File: src/logic/que_slot_pkg.sv
`default_nettype none

package que_slot_pkg;

    // One payload byte as stored in the slot
    typedef logic [7:0] byte_t;

    // Incoming byte, last flags the check byte closing the frame
    typedef struct packed {
        byte_t data;
        logic  last;
    } rx_beat_t;

    // FIFO read side, valid only in the cycle after a successful pop
    typedef struct packed {
        byte_t data;
        logic  valid;
    } fifo_rd_t;

    // Word pushed towards the queue, first marks the packet's first byte
    typedef struct packed {
        logic  first;
        byte_t data;
    } queue_word_t;

    typedef enum logic [2:0] {
        state_idle,
        state_advertise,
        state_push,
        state_wait_with_byte,
        state_wait
    } handler_state_t;

endpackage

`default_nettype wire

File: src/logic/rx_frame_checker.sv
`timescale 1ns/1ns
`default_nettype none

module rx_frame_checker (
    input  wire                         clock,
    input  wire                         reset_n,
    input  wire que_slot_pkg::rx_beat_t rx_beat,
    input  wire                         rx_valid,
    input  wire                         fifo_empty,
    input  wire                         fifo_full,
    output logic                        wr_en,
    output que_slot_pkg::byte_t         wr_data,
    output logic                        good_packet,
    output logic                        bad_packet
);

    logic                in_frame;
    logic                accepting;
    logic                overflow;
    que_slot_pkg::byte_t xor_acc;
    que_slot_pkg::byte_t pending;

    logic                first_beat;
    logic                take_frame;
    logic                overflow_next;
    logic                frame_ok;
    que_slot_pkg::byte_t xor_next;

    ////////////////////
    // Beat decode

    assign first_beat    = rx_valid && !in_frame;
    // Frame is only taken when the slot was empty at its first beat
    assign take_frame    = first_beat ? fifo_empty : accepting;
    assign xor_next      = (first_beat ? 8'h00 : xor_acc) ^ rx_beat.data;
    assign overflow_next = overflow || (rx_valid && in_frame && fifo_full);

    // Needs at least one byte ahead of the check byte
    assign frame_ok = in_frame && (xor_next == 8'h00) && !overflow_next;

    // Pending byte goes out when the next beat proves it is not the check byte
    assign wr_en   = rx_valid && in_frame && accepting && !fifo_full;
    assign wr_data = pending;

    ////////////////////
    // Frame state and verdict

    always_ff @(posedge clock) begin
        if (!reset_n) begin
            in_frame    <= 1'b0;
            accepting   <= 1'b0;
            overflow    <= 1'b0;
            good_packet <= 1'b0;
            bad_packet  <= 1'b0;
        end else begin
            good_packet <= 1'b0;
            bad_packet  <= 1'b0;
            if (rx_valid) begin
                if (rx_beat.last) begin
                    in_frame    <= 1'b0;
                    overflow    <= 1'b0;
                    good_packet <= take_frame && frame_ok;
                    bad_packet  <= take_frame && !frame_ok;
                end else begin
                    in_frame  <= 1'b1;
                    accepting <= take_frame;
                    overflow  <= overflow_next;
                end
            end
        end
    end

    always_ff @(posedge clock) begin
        if (rx_valid) begin
            xor_acc <= xor_next;
            pending <= rx_beat.data;
        end
    end

    verdict_exclusive: assert property (
        @(posedge clock) disable iff (!reset_n) !(good_packet && bad_packet)
    ) else $error("good and bad verdict in the same cycle");

endmodule

`default_nettype wire

File: src/logic/slot_byte_fifo.sv
`timescale 1ns/1ns
`default_nettype none

module slot_byte_fifo #(
    parameter int ADDR_WIDTH = 4
) (
    input  wire                      clock,
    input  wire                      reset_n,
    input  wire                      fifo_reset_n,
    input  wire                      wr_en,
    input  wire que_slot_pkg::byte_t wr_data,
    input  wire                      pop,
    output que_slot_pkg::fifo_rd_t   rd,
    output logic                     empty,
    output logic                     full
);

    localparam int DEPTH = 1 << ADDR_WIDTH;

    que_slot_pkg::byte_t   mem [0:DEPTH-1];
    logic [ADDR_WIDTH-1:0] wr_ptr;
    logic [ADDR_WIDTH-1:0] rd_ptr;
    logic [ADDR_WIDTH:0]   count;
    logic                  flush;
    logic                  do_write;
    logic                  do_pop;
    logic                  rd_valid;
    que_slot_pkg::byte_t   rd_data;

    // Either reset empties the slot
    assign flush = !reset_n || !fifo_reset_n;

    assign empty    = (count == '0);
    assign full     = (count == (ADDR_WIDTH + 1)'(DEPTH));
    assign do_write = wr_en && !full;
    assign do_pop   = pop && !empty;

    assign rd = '{data: rd_data, valid: rd_valid};

    ////////////////////
    // Pointers and fill level

    always_ff @(posedge clock) begin
        if (flush) begin
            wr_ptr   <= '0;
            rd_ptr   <= '0;
            count    <= '0;
            rd_valid <= 1'b0;
        end else begin
            if (do_write) begin
                wr_ptr <= wr_ptr + 1'b1;
            end
            if (do_pop) begin
                rd_ptr <= rd_ptr + 1'b1;
            end
            // Empty pop reads back as no data
            rd_valid <= do_pop;
            case ({do_write, do_pop})
                2'b10:   count <= count + 1'b1;
                2'b01:   count <= count - 1'b1;
                default: count <= count;
            endcase
        end
    end

    ////////////////////
    // Storage

    always_ff @(posedge clock) begin
        if (do_write) begin
            mem[wr_ptr] <= wr_data;
        end
        if (do_pop) begin
            rd_data <= mem[rd_ptr];
        end
    end

    no_write_when_full: assert property (
        @(posedge clock) disable iff (!reset_n) !(wr_en && full)
    ) else $error("write request while the slot FIFO is full");

endmodule

`default_nettype wire

File: src/logic/que_slot_receive_handler.sv
`timescale 1ns/1ns
`default_nettype none

module que_slot_receive_handler (
    input  wire                         clock,
    input  wire                         reset_n,
    input  wire                         enable,
    input  wire                         good_packet,
    input  wire                         bad_packet,
    input  wire                         push_data_enable,
    input  wire que_slot_pkg::fifo_rd_t rd,
    output logic                        fifo_reset_n,
    output logic                        ready,
    output logic                        push_data_ready,
    output que_slot_pkg::queue_word_t   push_data,
    output logic                        push_data_valid
);

    que_slot_pkg::handler_state_t state;
    que_slot_pkg::handler_state_t state_next;
    logic                         is_first_byte;
    logic                         is_first_byte_next;
    logic                         pop_d;
    que_slot_pkg::byte_t          parked;
    que_slot_pkg::byte_t          parked_next;
    logic                         emit;
    que_slot_pkg::byte_t          emit_byte;
    logic                         ready_next;
    logic                         push_data_ready_next;
    logic                         push_data_valid_next;
    logic                         fifo_reset_n_next;
    que_slot_pkg::queue_word_t    push_data_next;

    ////////////////////
    // Next state

    always_comb begin
        state_next           = state;
        is_first_byte_next   = is_first_byte;
        parked_next          = parked;
        emit                 = 1'b0;
        emit_byte            = rd.data;
        ready_next           = 1'b0;
        push_data_ready_next = 1'b0;
        fifo_reset_n_next    = 1'b1;

        case (state)
            que_slot_pkg::state_idle: begin
                is_first_byte_next = 1'b1;
                if (bad_packet) begin
                    fifo_reset_n_next = 1'b0;
                end else if (good_packet) begin
                    state_next = que_slot_pkg::state_advertise;
                end
            end
            que_slot_pkg::state_advertise: begin
                ready_next = 1'b1;
                if (enable && push_data_enable) begin
                    state_next           = que_slot_pkg::state_push;
                    push_data_ready_next = 1'b1;
                end
            end
            que_slot_pkg::state_push: begin
                push_data_ready_next = enable && push_data_enable;
                if (rd.valid) begin
                    // Popped while the queue still accepted
                    emit = 1'b1;
                    if (!push_data_enable) begin
                        state_next = que_slot_pkg::state_wait;
                    end
                end else if (pop_d) begin
                    // Pop came back empty so the packet is done
                    state_next           = que_slot_pkg::state_idle;
                    push_data_ready_next = 1'b0;
                end else if (!push_data_enable) begin
                    state_next = que_slot_pkg::state_wait;
                end
            end
            que_slot_pkg::state_wait: begin
                // Last pop issued before the withdrawal lands here
                if (rd.valid) begin
                    if (push_data_enable) begin
                        emit                 = 1'b1;
                        state_next           = que_slot_pkg::state_push;
                        push_data_ready_next = enable;
                    end else begin
                        parked_next = rd.data;
                        state_next  = que_slot_pkg::state_wait_with_byte;
                    end
                end else if (pop_d) begin
                    state_next = que_slot_pkg::state_idle;
                end else if (push_data_enable) begin
                    state_next           = que_slot_pkg::state_push;
                    push_data_ready_next = enable;
                end
            end
            que_slot_pkg::state_wait_with_byte: begin
                if (push_data_enable) begin
                    emit                 = 1'b1;
                    emit_byte            = parked;
                    state_next           = que_slot_pkg::state_push;
                    push_data_ready_next = enable;
                end
            end
            default: begin
                state_next = que_slot_pkg::state_idle;
            end
        endcase

        push_data_valid_next = emit;
        push_data_next       = push_data;
        if (emit) begin
            push_data_next     = '{first: is_first_byte, data: emit_byte};
            is_first_byte_next = 1'b0;
        end
    end

    ////////////////////
    // Registers

    always_ff @(posedge clock) begin
        if (!reset_n) begin
            state           <= que_slot_pkg::state_idle;
            is_first_byte   <= 1'b1;
            pop_d           <= 1'b0;
            ready           <= 1'b0;
            push_data_ready <= 1'b0;
            push_data_valid <= 1'b0;
            fifo_reset_n    <= 1'b0;
        end else begin
            state           <= state_next;
            is_first_byte   <= is_first_byte_next;
            pop_d           <= push_data_ready;
            ready           <= ready_next;
            push_data_ready <= push_data_ready_next;
            push_data_valid <= push_data_valid_next;
            fifo_reset_n    <= fifo_reset_n_next;
        end
    end

    always_ff @(posedge clock) begin
        parked    <= parked_next;
        push_data <= push_data_next;
    end

    // Words only come out of an active drain
    no_push_outside_drain: assert property (
        @(posedge clock) disable iff (!reset_n)
        $rose(push_data_valid) |->
            !(state inside {que_slot_pkg::state_idle, que_slot_pkg::state_advertise})
    ) else $error("push_data_valid rose outside of a drain");

endmodule

`default_nettype wire

File: src/logic/que_slot_rx_top.sv
`timescale 1ns/1ns
`default_nettype none

module que_slot_rx_top #(
    parameter int ADDR_WIDTH = 4
) (
    input  wire                         clock,
    input  wire                         reset_n,
    input  wire que_slot_pkg::rx_beat_t rx_beat,
    input  wire                         rx_valid,
    input  wire                         enable,
    input  wire                         push_data_enable,
    output logic                        ready,
    output que_slot_pkg::queue_word_t   push_data,
    output logic                        push_data_valid,
    output logic                        push_data_ready
);

    logic                   wr_en;
    que_slot_pkg::byte_t    wr_data;
    logic                   fifo_empty;
    logic                   fifo_full;
    logic                   fifo_reset_n;
    logic                   good_packet;
    logic                   bad_packet;
    que_slot_pkg::fifo_rd_t rd;

    rx_frame_checker checker_i (
        .clock       (clock),
        .reset_n     (reset_n),
        .rx_beat     (rx_beat),
        .rx_valid    (rx_valid),
        .fifo_empty  (fifo_empty),
        .fifo_full   (fifo_full),
        .wr_en       (wr_en),
        .wr_data     (wr_data),
        .good_packet (good_packet),
        .bad_packet  (bad_packet)
    );

    // Pop is the handler's push_data_ready register
    slot_byte_fifo #(
        .ADDR_WIDTH (ADDR_WIDTH)
    ) fifo_i (
        .clock        (clock),
        .reset_n      (reset_n),
        .fifo_reset_n (fifo_reset_n),
        .wr_en        (wr_en),
        .wr_data      (wr_data),
        .pop          (push_data_ready),
        .rd           (rd),
        .empty        (fifo_empty),
        .full         (fifo_full)
    );

    que_slot_receive_handler handler_i (
        .clock            (clock),
        .reset_n          (reset_n),
        .enable           (enable),
        .good_packet      (good_packet),
        .bad_packet       (bad_packet),
        .push_data_enable (push_data_enable),
        .rd               (rd),
        .fifo_reset_n     (fifo_reset_n),
        .ready            (ready),
        .push_data_ready  (push_data_ready),
        .push_data        (push_data),
        .push_data_valid  (push_data_valid)
    );

endmodule

`default_nettype wire

File: config.mk
export PLATFORM = sky130hd
export DESIGN_NAME = que_slot_rx_top
export DESIGN_NICKNAME = d
export VERILOG_FILES = /design/src/logic/que_slot_pkg.sv /design/src/logic/rx_frame_checker.sv /design/src/logic/slot_byte_fifo.sv /design/src/logic/que_slot_receive_handler.sv /design/src/logic/que_slot_rx_top.sv
export SDC_FILE = /design/constraint.sdc
export NUM_CORES = 1
export LEC_CHECK = 0
export BUFFER_PORTS_ARGS = -buffer_cell sky130_fd_sc_hd__buf_2
export CAP_MARGIN = 15
export CORE_MARGIN = 2
export CORE_UTILIZATION = 50
export CTS_CLUSTER_DIAMETER = 50
export DETAILED_ROUTE_END_ITERATION = 10
export PLACE_DENSITY = 0.73
export REMOVE_ABC_BUFFERS = 1
export SLEW_MARGIN = 20
export SYNTH_ARGS = -nofsm -noshare
export SYNTH_HDL_FRONTEND = slang
export SYNTH_SLANG_ARGS = --single-unit
File: constraint.sdc
create_clock -name clock -period 2.8 [get_ports clock]
set_clock_uncertainty 0.05 [all_clocks]
set_input_delay 0.56 -clock clock [delete_from_list [all_inputs] [get_ports clock]]
set_output_delay 0.56 -clock clock [all_outputs]
set_load 0.01 [all_outputs]
==> results_dict.tcl <==
set metrics [dict create \
    run_status "finished, final reports clean" \
    met3WireLength_um 633 \
    cts_root_buf "clkbuf_16" \
    coreArea_mm2 0.0158 \
    cts.clk_slew.worst_paths_ns 0.07 \
    maxUsedRoutingLayer "met4" \
    worst-path-max-fanout 7 \
    dpl.hpwl_um 9070 \
    synth.area.top_cells "edfxtp_1 63%, mux4_2 11%, dfxtp_1 7.0%, mux2_2 2.4%, xnor2_1 1.9%" \
    die_w_um 130 \
    viasPerCell 5.56 \
    crit_required_ns 3.06 \
    reg2reg_from "fifo_i.count[1]$_SDFFE_PP0P_" \
    pin_count 26 \
    chipHeight_um 130 \
    synth.yosys.seq_area_share_pct 70.4 \
    antenna_cells 0 \
    syn_area_mm2 0.00800 \
    hold_violations 0 \
    vias 4006 \
    fmax_ghz 0.370 \
    cp-startpoint "fifo_i.count[1]$_SDFFE_PP0P_" \
    wl_met1_um 5800 \
    drt_wl_total_um 13400 \
    critical_path_class "flop to flop" \
    grt_overflow 0 \
    fin_nets 514 \
    async_reset_ff_share_pct 0 \
    wire_per_inst_um 18.5 \
    antenna_left 0 \
    cts.sinks 197 \
    period_needed_ns 2.70 \
    rsz0062_at_grt "false" \
    slew_headroom_pct 48.0 \
    grt_pass1_wl_um 21400 \
    portBuffers 25 \
    initial_core_util_pct 50.7 \
    startpoint_type "flop" \
    drv_cap 0 \
    ys_types 51 \
    final_layout_size_suffix_gt1_share_pct 26.9 \
    maxSlewViolCount 0 \
    drcViolationCount 0 \
    clockBufferDepth 2 \
    grt_max_degree 36 \
    synth_ff_type "edfxtp_1" \
    cts_tree "yes" \
    drt_iter0_drc 417 \
    p_leak_uw 0.00286 \
    whs_ns 0.301 \
    dr.pass1.iters 5 \
    final_util_pct 56.7 \
    yosysTopAreaCell "edfxtp_1" \
    ir_worst_vdd_mv 0.455 \
    power_uw 5710 \
    cp-end-kind "flop" \
    synth-seq-cells 197 \
    gr-usage-all-layers_pct 17.1 \
    setup_violations 0 \
    worst_slew_pin_slew_ns 0.777 \
    gp_congestion 0.837 \
    cts_buffers 17 \
    holdCritStartpoint "rx_beat[7]" \
    synth.top_cell.area_share_pct 63.4 \
    p_per_area_mw_per_mm2 639 \
    mostFrequentLayoutCell "edfxtp_1" \
    h-tree-depth 4 \
    num_rows 46 \
    insertion_delay_ns 0.44 \
    die_area_mm2 0.0170 \
    final_cell_mix "169 x edfxtp_1, 40 x mux4_2, 34 x nor2_1, 27 x dfxtp_1, 25 x buf_2" \
    synth_warnings 0 \
    grt_pass1_vias 3952 \
    worst-endpoint-arrival_ns 2.96 \
    fin_crit_sh_pct 96.4 \
    antenna_found_initial 0 \
    netlist_instances 458 \
    cts_setup_buffers 0 \
    syn_area_per_cell_um2 17.5 \
    nFillCells 1224 \
    wl_met2_um 6680 \
    synth_edf_count 169 \
    worst_hold_path_type "input port to flop" \
    synthToLayoutAreaGrowth_pct 11.8 \
]
==> Yosys cell counts, types with 4 or more instances <==
cell type / number
nand2_1: 19
inv_1: 8
xor2_1: 7
nand4_1: 8
buf_1: 5
mux4_2: 40
a21oi_1: 11
dfxtp_1: 28
clkbuf_1: 10
nor3_1: 7
nand2b_1: 5
xnor2_1: 17
o21a_1: 6
a31oi_1: 4
ha_1: 8
mux2_2: 17
buf_6: 6
edfxtp_1: 169
o21ai_0: 5
nor2_1: 34
==> logic make-up after synthesis <==
| family | count (synthesis) | share of synthesized area, % |
|---|---|---|
| DFF | 197 | 70.4 |
| and+or+nand+nor | 96 | 6.08 |
| muxes | 59 | 13.9 |
| AOI/OAI and AO/OA | 41 | 3.46 |
| buffers and inverters | 33 | 2.24 |
| xor gates and xnor gates | 24 | 2.63 |
| adders and majority gates | 8 | 1.25 |
==> metal layers <==
layer  vias to the layer above  track usage [%]
li1                       1867                -
met1                      2006             22.9
met2                       108             27.1
met3                        25             4.52
met4                         0             6.82
met5                         -                0
==> critical path, stage by stage (launching register included) <==
cell and delay [ns]:
dfxtp_1 0.32, or4_4 0.58, o2111a_1 0.30, inv_2 0.07
ha_2 0.17, buf_4 0.14, nor4b_1 0.40, a31oi_1 0.10
o22ai_1 0.24, xnor2_1 0.15, nor2_1 0.06
==> power by group <==
part / internal [uW] / switching [uW] / leakage, uW
clock: 1300 / 1030 / 0.000257
sequential: 3220 / 50.8 / 0.00175
combinational: 48.0 / 59.5 / 0.000849
total: 4570 / 1140 / 0.00286
==> path summary, 6_finish.rpt <==
path,end,slack (ns),depth (start not counted)
hold reg to reg,handler_i.push_data[8]$_DFFE_PP_,0.39,0
setup reg to reg,fifo_i.count[3]$_SDFFE_PP0P_,0.1,10
hold / removal,checker_i.wr_data[6]$_DFFE_PP_,0.30,1
setup / recovery,fifo_i.count[3]$_SDFFE_PP0P_,0.1,10
==> registers in the layout (all words and copies together), names as in the netlist, 3 cells and up <==
register             flops
handler_i.state          3
handler_i.parked         8
checker_i.xor_acc        8
fifo_i.count             5
handler_i.push_data      9
fifo_i.rd_ptr            4
checker_i.wr_data        8
fifo_i.mem             128
fifo_i.rd_data           8
fifo_i.wr_ptr            4
==> final cells by class <==
class	count	area (um^2)	area share [%]
clock buffer	17	425	4.75
clock inverter	15	140	1.57
inverter	8	30.0	0.336
multi-input combinational	228	2190	24.5
sequential	197	5640	63.0
tap	216	270	3.02
timing repair buffer	40	250	2.80
==> per-stage QoR <==
step,setup WS (ns),std cells,instance area [um^2],setup TNS (ns)
after floorplan,-0.131,433,7850,-1.27
after global placement,0.146,689,8370,0
after detailed placement,0.0617,689,8370,0
after CTS,0.0523,721,8940,0
after global routing,0.000674,721,8950,0
final,0.100,721,8950,0
==> repair_timing <==
item | in CTS | in global routing
setup endpoints to repair | 0 | 3
hold buffers | 0 | 0
resized for setup | 0 | 4
Power figures use the tool's default switching activity.
